<file path="src/rv32i_types.sv">
package rv32i_types;

    typedef logic [31:0] word_t;
    typedef logic [4:0]  reg_addr_t;

    // ####################
    // Major opcodes
    typedef enum logic [6:0] {
        op_lui   = 7'b0110111,
        op_auipc = 7'b0010111,
        op_jal   = 7'b1101111,
        op_jalr  = 7'b1100111,
        op_br    = 7'b1100011,
        op_imm   = 7'b0010011,
        op_reg   = 7'b0110011
    } rv32i_opcode_t;

    // Lines up with funct3 except sub and sra
    typedef enum logic [2:0] {
        alu_add = 3'b000,
        alu_sll = 3'b001,
        alu_sra = 3'b010,
        alu_sub = 3'b011,
        alu_xor = 3'b100,
        alu_srl = 3'b101,
        alu_or  = 3'b110,
        alu_and = 3'b111
    } alu_ops_t;

    // Branch funct3, also used for slt and sltu
    typedef enum logic [2:0] {
        beq  = 3'b000,
        bne  = 3'b001,
        blt  = 3'b100,
        bge  = 3'b101,
        bltu = 3'b110,
        bgeu = 3'b111
    } branch_funct3_t;

    // ####################
    // Datapath selects
    typedef enum logic {
        rs1_out = 1'b0,
        pc_out  = 1'b1
    } alu_m1_sel_t;

    typedef enum logic [1:0] {
        rs2_out   = 2'b00,
        u_imm_sel = 2'b01,
        i_imm_sel = 2'b10,
        const4    = 2'b11
    } alu_m2_sel_t;

    typedef enum logic {
        rs2_out_cmp = 1'b0,
        i_imm_cmp   = 1'b1
    } cmp_sel_t;

    typedef enum logic [1:0] {
        wb_alu   = 2'b00,
        wb_cmp   = 2'b01,
        wb_u_imm = 2'b10,
        wb_pc4   = 2'b11
    } wb_sel_t;

    typedef enum logic [1:0] {
        jk_none   = 2'b00,
        jk_branch = 2'b01,
        jk_jal    = 2'b10,
        jk_jalr   = 2'b11
    } jump_kind_t;

endpackage
</file>
<file path="src/exec_pipe_top.sv">
module exec_pipe_top
import rv32i_types::*;
(
    input  logic        clk,
    input  logic        reset,
    input  logic        in_valid,
    input  logic [31:0] inst,
    input  word_t       pc,
    input  word_t       rs1_v,
    input  word_t       rs2_v,
    output logic        out_valid,
    output reg_addr_t   rd_addr,
    output logic        rd_we,
    output word_t       rd_wdata,
    output word_t       pc_next,
    output logic        illegal
);

    // ####################
    // Decode to execute
    logic           id_valid, id_rd_we, id_illegal;
    word_t          id_pc, id_rs1_v, id_rs2_v, id_u_imm, id_i_imm, id_pc_target;
    reg_addr_t      id_rd_addr;
    alu_ops_t       id_aluop;
    branch_funct3_t id_cmpop;
    alu_m1_sel_t    id_alu_m1_sel;
    alu_m2_sel_t    id_alu_m2_sel;
    cmp_sel_t       id_cmp_sel;
    wb_sel_t        id_wb_sel;
    jump_kind_t     id_jump_kind;

    // Execute to commit
    logic           ex_valid, ex_br_en, ex_rd_we, ex_illegal;
    word_t          ex_pc, ex_alu_out, ex_u_imm, ex_pc_target;
    reg_addr_t      ex_rd_addr;
    wb_sel_t        ex_wb_sel;
    jump_kind_t     ex_jump_kind;

    decode_stage decode_i (
        .clk(clk), .reset(reset), .in_valid(in_valid), .inst(inst),
        .pc(pc), .rs1_v(rs1_v), .rs2_v(rs2_v),
        .id_valid(id_valid), .id_pc(id_pc), .id_rs1_v(id_rs1_v), .id_rs2_v(id_rs2_v),
        .id_u_imm(id_u_imm), .id_i_imm(id_i_imm), .id_pc_target(id_pc_target),
        .id_rd_addr(id_rd_addr), .id_rd_we(id_rd_we), .id_illegal(id_illegal),
        .id_aluop(id_aluop), .id_cmpop(id_cmpop), .id_alu_m1_sel(id_alu_m1_sel),
        .id_alu_m2_sel(id_alu_m2_sel), .id_cmp_sel(id_cmp_sel), .id_wb_sel(id_wb_sel),
        .id_jump_kind(id_jump_kind)
    );

    execute_stage execute_i (
        .clk(clk), .reset(reset),
        .id_valid(id_valid), .id_pc(id_pc), .id_rs1_v(id_rs1_v), .id_rs2_v(id_rs2_v),
        .id_u_imm(id_u_imm), .id_i_imm(id_i_imm), .id_pc_target(id_pc_target),
        .id_rd_addr(id_rd_addr), .id_rd_we(id_rd_we), .id_illegal(id_illegal),
        .id_aluop(id_aluop), .id_cmpop(id_cmpop), .id_alu_m1_sel(id_alu_m1_sel),
        .id_alu_m2_sel(id_alu_m2_sel), .id_cmp_sel(id_cmp_sel), .id_wb_sel(id_wb_sel),
        .id_jump_kind(id_jump_kind),
        .ex_valid(ex_valid), .ex_pc(ex_pc), .ex_alu_out(ex_alu_out), .ex_br_en(ex_br_en),
        .ex_u_imm(ex_u_imm), .ex_pc_target(ex_pc_target), .ex_rd_addr(ex_rd_addr),
        .ex_rd_we(ex_rd_we), .ex_illegal(ex_illegal), .ex_wb_sel(ex_wb_sel),
        .ex_jump_kind(ex_jump_kind)
    );

    commit_stage commit_i (
        .clk(clk), .reset(reset),
        .ex_valid(ex_valid), .ex_pc(ex_pc), .ex_alu_out(ex_alu_out), .ex_br_en(ex_br_en),
        .ex_u_imm(ex_u_imm), .ex_pc_target(ex_pc_target), .ex_rd_addr(ex_rd_addr),
        .ex_rd_we(ex_rd_we), .ex_illegal(ex_illegal), .ex_wb_sel(ex_wb_sel),
        .ex_jump_kind(ex_jump_kind),
        .out_valid(out_valid), .rd_addr(rd_addr), .rd_we(rd_we), .rd_wdata(rd_wdata),
        .pc_next(pc_next), .illegal(illegal)
    );

endmodule

</file>
<file path="src/commit_stage.sv">
module commit_stage
import rv32i_types::*;
(
    input  logic       clk,
    input  logic       reset,
    input  logic       ex_valid,
    input  word_t      ex_pc,
    input  word_t      ex_alu_out,
    input  logic       ex_br_en,
    input  word_t      ex_u_imm,
    input  word_t      ex_pc_target,
    input  reg_addr_t  ex_rd_addr,
    input  logic       ex_rd_we,
    input  logic       ex_illegal,
    input  wb_sel_t    ex_wb_sel,
    input  jump_kind_t ex_jump_kind,
    output logic       out_valid,
    output reg_addr_t  rd_addr,
    output logic       rd_we,
    output word_t      rd_wdata,
    output word_t      pc_next,
    output logic       illegal
);

    word_t pc4;
    word_t wdata_c;
    word_t pc_next_c;

    assign pc4 = ex_pc + 32'd4;

    // ####################
    // Write-back mux
    always_comb begin
        unique case (ex_wb_sel)
            wb_alu:   wdata_c = ex_alu_out;
            wb_cmp:   wdata_c = {31'd0, ex_br_en};
            wb_u_imm: wdata_c = ex_u_imm;
            wb_pc4:   wdata_c = pc4;
        endcase
    end

    // Next pc
    always_comb begin
        unique case (ex_jump_kind)
            jk_jal:    pc_next_c = ex_pc_target;
            jk_jalr:   pc_next_c = {ex_alu_out[31:1], 1'b0};
            jk_branch: pc_next_c = ex_br_en ? ex_pc_target : pc4;
            jk_none:   pc_next_c = pc4;
        endcase
    end

    always_ff @(posedge clk) begin
        if (reset) begin
            out_valid <= 1'b0;
            rd_we     <= 1'b0;
            illegal   <= 1'b0;
        end else begin
            out_valid <= ex_valid;
            rd_we     <= ex_valid & ex_rd_we;
            illegal   <= ex_valid & ex_illegal;
        end
    end

    always_ff @(posedge clk) begin
        if (ex_valid) begin
            rd_addr  <= ex_rd_addr;
            rd_wdata <= wdata_c;
            pc_next  <= pc_next_c;
        end
    end

endmodule

</file>
<file path="src/execute_stage.sv">
module execute_stage
import rv32i_types::*;
(
    input  logic           clk,
    input  logic           reset,
    input  logic           id_valid,
    input  word_t          id_pc,
    input  word_t          id_rs1_v,
    input  word_t          id_rs2_v,
    input  word_t          id_u_imm,
    input  word_t          id_i_imm,
    input  word_t          id_pc_target,
    input  reg_addr_t      id_rd_addr,
    input  logic           id_rd_we,
    input  logic           id_illegal,
    input  alu_ops_t       id_aluop,
    input  branch_funct3_t id_cmpop,
    input  alu_m1_sel_t    id_alu_m1_sel,
    input  alu_m2_sel_t    id_alu_m2_sel,
    input  cmp_sel_t       id_cmp_sel,
    input  wb_sel_t        id_wb_sel,
    input  jump_kind_t     id_jump_kind,
    output logic           ex_valid,
    output word_t          ex_pc,
    output word_t          ex_alu_out,
    output logic           ex_br_en,
    output word_t          ex_u_imm,
    output word_t          ex_pc_target,
    output reg_addr_t      ex_rd_addr,
    output logic           ex_rd_we,
    output logic           ex_illegal,
    output wb_sel_t        ex_wb_sel,
    output jump_kind_t     ex_jump_kind
);

    word_t alu_a, alu_b, alu_out;
    word_t cmp_b;
    logic  br_en;

    // ####################
    // Operand muxes
    always_comb begin
        unique case (id_alu_m1_sel)
            rs1_out: alu_a = id_rs1_v;
            pc_out:  alu_a = id_pc;
        endcase
    end

    always_comb begin
        unique case (id_alu_m2_sel)
            rs2_out:   alu_b = id_rs2_v;
            u_imm_sel: alu_b = id_u_imm;
            i_imm_sel: alu_b = id_i_imm;
            const4:    alu_b = 32'd4;
        endcase
    end

    assign cmp_b = (id_cmp_sel == i_imm_cmp) ? id_i_imm : id_rs2_v;

    alu alu_i (.aluop(id_aluop), .a(alu_a), .b(alu_b), .aluout(alu_out));
    cmp cmp_i (.cmpop(id_cmpop), .a(id_rs1_v), .b(cmp_b), .br_en(br_en));

    always_ff @(posedge clk) begin
        if (reset) begin
            ex_valid   <= 1'b0;
            ex_rd_we   <= 1'b0;
            ex_illegal <= 1'b0;
        end else begin
            ex_valid   <= id_valid;
            ex_rd_we   <= id_valid & id_rd_we;
            ex_illegal <= id_valid & id_illegal;
        end
    end

    always_ff @(posedge clk) begin
        if (id_valid) begin
            ex_pc        <= id_pc;
            ex_alu_out   <= alu_out;
            ex_br_en     <= br_en;
            ex_u_imm     <= id_u_imm;
            ex_pc_target <= id_pc_target;
            ex_rd_addr   <= id_rd_addr;
            ex_wb_sel    <= id_wb_sel;
            ex_jump_kind <= id_jump_kind;
        end
    end

endmodule

</file>
<file path="src/decode_stage.sv">
module decode_stage
import rv32i_types::*;
(
    input  logic           clk,
    input  logic           reset,
    input  logic           in_valid,
    input  logic [31:0]    inst,
    input  word_t          pc,
    input  word_t          rs1_v,
    input  word_t          rs2_v,
    output logic           id_valid,
    output word_t          id_pc,
    output word_t          id_rs1_v,
    output word_t          id_rs2_v,
    output word_t          id_u_imm,
    output word_t          id_i_imm,
    output word_t          id_pc_target,
    output reg_addr_t      id_rd_addr,
    output logic           id_rd_we,
    output logic           id_illegal,
    output alu_ops_t       id_aluop,
    output branch_funct3_t id_cmpop,
    output alu_m1_sel_t    id_alu_m1_sel,
    output alu_m2_sel_t    id_alu_m2_sel,
    output cmp_sel_t       id_cmp_sel,
    output wb_sel_t        id_wb_sel,
    output jump_kind_t     id_jump_kind
);

    logic [6:0]     opcode;
    logic [2:0]     funct3;
    logic [6:0]     funct7;
    reg_addr_t      rd;
    word_t          i_imm, u_imm, b_imm, j_imm;
    alu_ops_t       aluop_c;
    branch_funct3_t cmpop_c;
    alu_m1_sel_t    m1_sel_c;
    alu_m2_sel_t    m2_sel_c;
    cmp_sel_t       cmp_sel_c;
    wb_sel_t        wb_sel_c;
    jump_kind_t     jump_kind_c;
    logic           writes_rd;
    logic           illegal_c;
    logic           rd_we_c;

    assign opcode = inst[6:0];
    assign funct3 = inst[14:12];
    assign funct7 = inst[31:25];
    assign rd     = inst[11:7];

    // ####################
    // Immediates
    assign i_imm = {{21{inst[31]}}, inst[30:20]};
    assign u_imm = {inst[31:12], 12'h000};
    assign b_imm = {{20{inst[31]}}, inst[7], inst[30:25], inst[11:8], 1'b0};
    assign j_imm = {{12{inst[31]}}, inst[19:12], inst[20], inst[30:21], 1'b0};

    // ####################
    // Control decode
    always_comb begin
        aluop_c     = alu_ops_t'(funct3);
        cmpop_c     = branch_funct3_t'(funct3);
        m1_sel_c    = rs1_out;
        m2_sel_c    = rs2_out;
        cmp_sel_c   = rs2_out_cmp;
        wb_sel_c    = wb_alu;
        jump_kind_c = jk_none;
        writes_rd   = 1'b1;
        illegal_c   = 1'b0;
        case (rv32i_opcode_t'(opcode))
            op_lui: wb_sel_c = wb_u_imm;
            op_auipc: begin
                aluop_c  = alu_add;
                m1_sel_c = pc_out;
                m2_sel_c = u_imm_sel;
            end
            op_jal: begin
                aluop_c     = alu_add;
                m1_sel_c    = pc_out;
                m2_sel_c    = const4;
                wb_sel_c    = wb_pc4;
                jump_kind_c = jk_jal;
            end
            op_jalr: begin
                aluop_c     = alu_add; // rs1 + imm as target
                m2_sel_c    = i_imm_sel;
                wb_sel_c    = wb_pc4;
                jump_kind_c = jk_jalr;
                illegal_c   = (funct3 != 3'b000);
            end
            op_br: begin
                jump_kind_c = jk_branch;
                writes_rd   = 1'b0;
                illegal_c   = (funct3 == 3'b010) || (funct3 == 3'b011);
            end
            op_imm: begin
                m2_sel_c  = i_imm_sel;
                cmp_sel_c = i_imm_cmp;
                unique case (funct3)
                    3'b010: begin
                        cmpop_c  = blt;
                        wb_sel_c = wb_cmp;
                    end
                    3'b011: begin
                        cmpop_c  = bltu;
                        wb_sel_c = wb_cmp;
                    end
                    3'b001: illegal_c = (funct7 != 7'b0000000);
                    3'b101: begin
                        if (funct7 == 7'b0100000)
                            aluop_c = alu_sra;
                        else
                            illegal_c = (funct7 != 7'b0000000);
                    end
                    default: ;
                endcase
            end
            op_reg: begin
                if (funct3 == 3'b010) begin
                    cmpop_c  = blt;
                    wb_sel_c = wb_cmp;
                end else if (funct3 == 3'b011) begin
                    cmpop_c  = bltu;
                    wb_sel_c = wb_cmp;
                end
                if (funct7 == 7'b0100000) begin
                    if (funct3 == 3'b000)
                        aluop_c = alu_sub;
                    else if (funct3 == 3'b101)
                        aluop_c = alu_sra;
                    else
                        illegal_c = 1'b1;
                end else if (funct7 != 7'b0000000) begin
                    illegal_c = 1'b1;
                end
            end
            default: illegal_c = 1'b1;
        endcase
        if (illegal_c)
            jump_kind_c = jk_none; // Falls through to pc + 4
    end

    assign rd_we_c = writes_rd & ~illegal_c & (rd != 5'd0);

    always_ff @(posedge clk) begin
        if (reset) begin
            id_valid   <= 1'b0;
            id_rd_we   <= 1'b0;
            id_illegal <= 1'b0;
        end else begin
            id_valid   <= in_valid;
            id_rd_we   <= in_valid & rd_we_c;
            id_illegal <= in_valid & illegal_c;
        end
    end

    always_ff @(posedge clk) begin
        if (in_valid) begin
            id_pc         <= pc;
            id_rs1_v      <= rs1_v;
            id_rs2_v      <= rs2_v;
            id_u_imm      <= u_imm;
            id_i_imm      <= i_imm;
            id_pc_target  <= pc + ((jump_kind_c == jk_jal) ? j_imm : b_imm);
            id_rd_addr    <= rd;
            id_aluop      <= aluop_c;
            id_cmpop      <= cmpop_c;
            id_alu_m1_sel <= m1_sel_c;
            id_alu_m2_sel <= m2_sel_c;
            id_cmp_sel    <= cmp_sel_c;
            id_wb_sel     <= wb_sel_c;
            id_jump_kind  <= jump_kind_c;
        end
    end

endmodule

</file>
<file path="src/cmp.sv">
module cmp
import rv32i_types::*;
(
    input  branch_funct3_t cmpop,
    input  word_t          a,
    input  word_t          b,
    output logic           br_en
);

    always_comb begin
        unique case (cmpop)
            beq:     br_en = (a == b);
            bne:     br_en = (a != b);
            blt:     br_en = ($signed(a) < $signed(b)); // Also slt
            bge:     br_en = ($signed(a) >= $signed(b));
            bltu:    br_en = (a < b);                   // Also sltu
            bgeu:    br_en = (a >= b);
            default: br_en = 1'b0;
        endcase
    end

endmodule

</file>
<file path="src/alu.sv">
module alu
import rv32i_types::*;
(
    input  alu_ops_t aluop,
    input  word_t    a,
    input  word_t    b,
    output word_t    aluout
);

    logic [4:0] shamt;

    assign shamt = b[4:0]; // RV32 uses 5 bit shifts

    always_comb begin
        unique case (aluop)
            alu_add: aluout = a + b;
            alu_sll: aluout = a << shamt;
            alu_sra: aluout = word_t'($signed(a) >>> shamt);
            alu_sub: aluout = a - b;
            alu_xor: aluout = a ^ b;
            alu_srl: aluout = a >> shamt;
            alu_or:  aluout = a | b;
            alu_and: aluout = a & b;
            default: aluout = a + b;
        endcase
    end

endmodule

</file>
<file path="config.mk">
export PLATFORM = sky130hd
export DESIGN_NAME = exec_pipe_top
export DESIGN_NICKNAME = d
export VERILOG_FILES = /design/src/rv32i_types.sv /design/src/exec_pipe_top.sv /design/src/commit_stage.sv /design/src/execute_stage.sv /design/src/decode_stage.sv /design/src/cmp.sv /design/src/alu.sv
export SDC_FILE = /design/constraint.sdc
export NUM_CORES = 1
export LEC_CHECK = 0
export BUFFER_PORTS_ARGS = -buffer_cell sky130_fd_sc_hd__buf_2
export CAP_MARGIN = 40
export CORE_AREA = 5 5 262 264
export CTS_BUF_LIST = sky130_fd_sc_hd__clkbuf_16
export DETAILED_ROUTE_END_ITERATION = 10
export DIE_AREA = 0 0 267 269
export PLACE_DENSITY = 0.6
export SYNTH_ARGS = -nofsm -noshare
export SYNTH_HDL_FRONTEND = slang
export SYNTH_HIERARCHICAL = 1
export SYNTH_SLANG_ARGS = --single-unit
</file>
<file path="constraint.sdc">
create_clock -name clk -period 6.22 [get_ports clk]
set_clock_uncertainty 0.2 [all_clocks]
set_input_delay 0.311 -clock clk [delete_from_list [all_inputs] [get_ports clk]]
set_output_delay 0.311 -clock clk [all_outputs]
set_load 0.01 [all_outputs]
</file>
After elaboration in Yosys (flattened, before gate mapping)
Cells that the tools add are included.
{ "classes": {"add_sub_neg": 4, "order_cmp": 4, "eq_ne": 36, "shift": 3, "n_mux": 36, "bitwise_logic": 13, "reduce_logical": 16} }
{ "op_table": {"columns": ["cell", "n"], "rows": [
  ["case mux 32 bit (4 select lines)", 3],
  ["case mux 32 bit (8 select lines)", 1],
  ["adder 32 bit", 2],
  [">= comparator 32 bit", 2],
  ["< comparator 32 bit", 2],
  ["two-way mux 32 bit", 2],
  ["case mux 32 bit (2 select lines)", 1],
  ["adder 32 x 3 -> 32 bit (second input constant)", 1],
  ["bitwise AND 32 bit", 1],
  ["equality test 32 bit", 1],
  ["inequality test 32 bit", 1],
  ["OR 32 bit", 1],
  ["<< shifter 32 x 5 -> 32 bit", 1],
  [">> shifter 32 x 5 -> 32 bit", 1],
  [">>> shifter 32 x 5 -> 32 bit", 1],
  ["subtractor 32 bit", 1],
  ["XOR 32 bit", 1],
  ["equality test 3 bit (second input constant)", 9],
  ["equality test 7 x 6 -> 1 bit (second input constant)", 3],
  ["equality test 7 bit (second input constant)", 3],
  ["two-way mux 3 bit", 7],
  ["two-way mux 20 bit", 1],
  ["equality test 2 bit (second input constant)", 7],
  ["equality test 7 x 5 -> 1 bit (second input constant)", 2],
  ["22 further kinds", 57]
]} }
{ "totals": {"reg_bits": 383, "input_bits": 131, "out_inout_bits": 72, "word_cells": 146} }

Logic depth before layout (Yosys ltp)
{ "depth": {"depth_word": 9, "ltp_mapped": 27, "depth_no_buf": 19} }

Cells and area by module
The synthesis kept the hierarchy.
{ "modules_own_cells": {"columns": ["mod", "instances", "cells_per_inst", "area_per_inst_um2", "seq_area_each_um2"], "rows": [
  ["alu", 1, 1119, 7731.2, 0.0],
  ["decode_stage", 1, 510, 7362.1, 5014.8],
  ["execute_stage", 1, 293, 5845.6, 4204.0],
  ["commit_stage", 1, 384, 4274.1, 2132.0],
  ["cmp", 1, 128, 923.4, 0.0]
]} }

Worst setup path after synthesis
Ideal clock, no wire load.
{ "synth_timing": {"path_kind": "register to register", "start": "reg decode_i.id_alu_m2_sel[0]", "end": "reg execute_i.ex_alu_out[27], data pin", "setup_ps": 259, "arrival_ps": 5317, "t_required_ps": 5761, "setup_slack_ps": 445, "path_stages_with_launch": 28, "path_buffers": 9, "period_less_slack_ps": 5775, "cell_sequence": "edfxtp_1 > buf_4 > buf_6 > buf_12 > mux2i_1 > o2bb2ai_1 > buf_2 > buf_2 > buf_2 > buf_2 > buf_2 > inv_1 > ha_1 > and3_1 > inv_1 > nor2_1 > a41oi_1 > xnor2_1 > ha_1 > clkbuf_1 > a21oi_1 > o21ai_0 > a31oi_1 > o21a_1 > o22ai_1 > a311oi_1 > o21ai_0 > a211o_1"} }
{ "synth_between": {"elab_chain_len": 4, "word_cells_on_any_way": 14, "cone_classes": "2 x add/sub; 3 x eq/ne; 3 x shift; 2 x mux; 3 x bitwise; 1 x reduce/logical"} }
{ "synth_lines": {"columns": ["item", "line", "text"], "rows": [
  ["start: declaration", "decode_stage.sv:24", "output alu_m2_sel_t id_alu_m2_sel,"],
  ["start signal: assignment", "decode_stage.sv:169", "id_alu_m2_sel <= m2_sel_c;"],
  ["equality test 2 bit (tied with other cells)", "execute_stage.sv:50", "unique case (id_alu_m2_sel)"],
  ["case mux 32 bit (4 select lines) *", "execute_stage.sv:50", null],
  ["net execute_i.alu_b[0]", "execute_stage.sv:36", "word_t alu_a, alu_b, alu_out;"],
  ["subtractor 32 bit (tied with other cells)", "alu.sv:19", "alu_sub: aluout = a - b;"],
  ["case mux 32 bit (8 select lines) *", "alu.sv:15", "unique case (aluop)"],
  ["net execute_i.alu_out[27]", "execute_stage.sv:36", null],
  ["end signal: assignment", "execute_stage.sv:78", "ex_alu_out <= alu_out;"],
  ["end: declaration", "execute_stage.sv:25", "output word_t ex_alu_out,"]
]} }
Mark *: on every way through the listed nets, which the timed path passes. The rest lies on a longest branch.
A chain may end at the register's enable or synchronous reset.

Worst setup path after layout
{ "layout_timing": {"start": "reg decode_i.id_alu_m2_sel[0]", "end": "reg execute_i.ex_alu_out[28], data pin"} }
The elaborated chain is that of the path after synthesis.

==> results.tsv <==
metric	value	unit
synth_cell_types	96	
grt_pass1_vias	20513	
rsz0062_at_grt	no	
whs_path_depth	4	
start_util	0.3941	
root_buffer	clkbuf_16	
clock_sinks	381	
r2r_cells	17	
layout_min_cycle_time	5.809	ns
dp_hpwl	75.28	mm
dr.pass1.iters	6	
crit_arrival	5.91	ns
crit_path_start_kind	flop	
grt_usage	0.2614	
setup-violations-final	0	
tightest_slew	1.028	ns
via_count	21534	
via_per_inst	5.987	
place.gp.congestion	1.014	
vdd_drop_max	197.6	µV
worstPathRequired	6.32	ns
synth_edf_count	372	
drcViolationCount	0	
ctsHoldBuffers	124	
synth_async_sr_flop_share	0	
core_area	66330	µm²
drive_gt1_frac	0.1803	
seqCellArea	11360	µm²
maxCapViolations	0	
cts_inserted_buffers	39	
ant_nets	0	
synth_area	26140	µm²
die_y	269	µm
final_cell_mix	372 x edfxtp_1, 203 x buf_2, 187 x nand2_1	
cp_max_fo	26	
fillers	6226	
cts_resized	0	
wl_per_cell	27.17	µm
finalCritPeriodShare	0.9339	
fin_tns_setup	0	ns
ys.flop_type	edfxtp_1	
synthToLayoutAreaGrowth	16.53	%
final_common_cell	edfxtp_1	
grt_remaining_overflow	0	
hold_path_class	in2reg	
hold_ws	0.07021	ns
path_clk_slew	0.06	ns
netlist_instances	2434	
cts_max_level	2	
cts_tree	yes	
critical_path_class	reg2reg	
post-cts-setup-buffer-count	0	
ys_seq_area_frac	0.4343	
multi_input_area	13420	µm²
dieArea	71820	µm²
cts_buffer_depth	3	
die_w	267	µm
grt_max_degree	73	
rows	95	
pin_count	203	
status	finished clean	
port_buffers	202	
grt_pass1_wl	138.9	mm
hold_viol_final	0	
synth_warnings	6	
fin_nets	2986	
drt-total-wl	97.72	mm
p_per_area	272.5	nW/µm²
initialDrtViolationCount	2283	
maxSlewHeadroom	0.3081	
grt_antenna_before_repair	4	
endpoint_kind	flop	
avgSynthCellArea	10.74	µm²
ys_seq_elements	381	
insertion_delay	0.56	ns
leakagePower	11.81	nW
max_freq	0.1721	GHz
drv_slew	0	
-- cells in the mapped netlist, types with 15 or more instances --
cell	instances	area, µm²
buf_4	49	367.9
buf_1	15	56.30
mux4_2	41	923.4
o2bb2ai_1	29	254.0
xnor2_1	70	613.1
mux2_4	17	255.2
a31oi_1	25	156.4
inv_1	121	454.2
a211oi_1	30	225.2
o221ai_1	18	157.7
o22ai_1	37	231.5
mux2i_1	146	1461
nor3_1	28	140.1
xor2_1	42	367.9
a21oi_1	148	740.7
nand4_1	35	219.0
nor2b_1	17	106.4
o21ai_0	161	805.8
nand3_1	43	215.2
edfxtp_1	372	11170
o211ai_1	27	202.7
a21o_1	27	202.7
clkbuf_1	89	334.1
nor2_1	149	559.3
nor4_1	15	93.84
nand2_1	187	701.9
a22oi_1	16	120.1
ha_1	160	2002
buf_2	18	90.09
mux2_2	68	765.7
and2_1	20	125.1
-- power by group --
| part | internal (mW) | total [mW] | leakage [nW] | switching [mW] |
|---|---|---|---|---|
| Clock | 1.43 | 2.45 | 0.668 | 1.02 |
| Sequential | 3.11 | 3.29 | 3.60 | 0.182 |
| Combinational | 0.968 | 2.56 | 7.54 | 1.59 |
| Total | 5.51 | 8.30 | 11.8 | 2.79 |
-- metrics by stage --
stage                     cells  utilization  area (µm²)  setup WS, ns  total power [mW]
after floorplan            2445            -       26180        0.4446             4.891
after global placement     3393       0.4188       27780        0.6281             5.743
after detailed placement   3400       0.4200       27850        0.5616             5.771
after CTS                  3595       0.4587       30430        0.5274             8.287
after global routing       3596       0.4591       30450       0.09066             8.631
final                      3597       0.4592       30460        0.4111             8.299
-- flip-flops by register name, indices dropped and copies added (netlist names), 5 cells and up --
register and flops:
decode_i/id_rs1_v 32, commit_i/pc_next 32, commit_i/rd_addr 5, execute_i/ex_alu_out 32
execute_i/ex_rd_addr 5, execute_i/ex_u_imm 32, decode_i/id_rd_addr 5, execute_i/ex_pc 32
decode_i/id_pc_target 31, commit_i/rd_wdata 32, decode_i/id_pc 32, execute_i/ex_pc_target 32
decode_i/id_rs2_v 32, decode_i/id_i_imm 12, decode_i/id_u_imm 8
-- kinds of logic (layout without fill, tap and decap cells) --
logic type | count (synthesis) | in the layout | share of synthesized area
AOI/OAI and AO/OA | 636 | 636 | 0.1592
xor gates and xnor gates | 113 | 113 | 0.03815
adders and majority gates | 162 | 162 | 0.07813
buffers and inverters | 307 | 585 | 0.05673
DFF | 381 | 381 | 0.4343
muxes | 273 | 273 | 0.1307
other | 1 | 13 | 0.0001435
and+or+nand+nor | 561 | 561 | 0.1026
-- routing by layer --
| metal | GRT usage | up-vias | wire length (µm) |
|---|---|---|---|
| li1 | - | 9720 | - |
| met1 | 0.3550 | 10693 | 41390 |
| met2 | 0.4345 | 951 | 45770 |
| met3 | 0.03869 | 170 | 7019 |
| met4 | 0.08361 | 0 | 3535 |
| met5 | 0 | - | 0 |
-- path summary, 6_finish.rpt --
kind | slack [ns] | from | to
worst max-delay path | 0.41 | decode_i/id_alu_m2_sel[0]$_DFFE_PP_ | execute_i/ex_alu_out[28]$_DFFE_PP_
worst min-delay path | 0.07 | inst[0] | decode_i/id_rd_we$_SDFF_PP0_
worst max register to register | 0.41 | decode_i/id_alu_m2_sel[0]$_DFFE_PP_ | execute_i/ex_alu_out[28]$_DFFE_PP_
worst min register to register | 0.22 | decode_i/id_pc_target[30]$_DFFE_PP_ | execute_i/ex_pc_target[30]$_DFFE_PP_
-- critical path: stages (launching register included) --
cell and delay, ns:
edfxtp_1 0.77, buf_4 0.36, mux2i_1 0.35, o2bb2ai_4 0.14, buf_4 0.26, or2_1 0.31, nor2_1 0.28, a21oi_1 0.14
xnor2_1 0.16, ha_1 0.38, a21oi_1 0.20, o211ai_1 0.23, a221oi_1 0.54, o211ai_1 0.18, a31oi_1 0.40, o21ai_0 0.18
xor2_1 0.17, a221o_1 0.31
-- area by class of cell --
cell class                 instances  share of cell area
antenna                            1          0.00008217
clock buffer                      40             0.03287
clock inverter                    31             0.01080
inverter                         123             0.01516
multi-input combinational       1757              0.4408
sequential                       381              0.3729
tap                              873             0.03587
timing repair buffer             391             0.09157
Power figures use the tool's default switching activity.
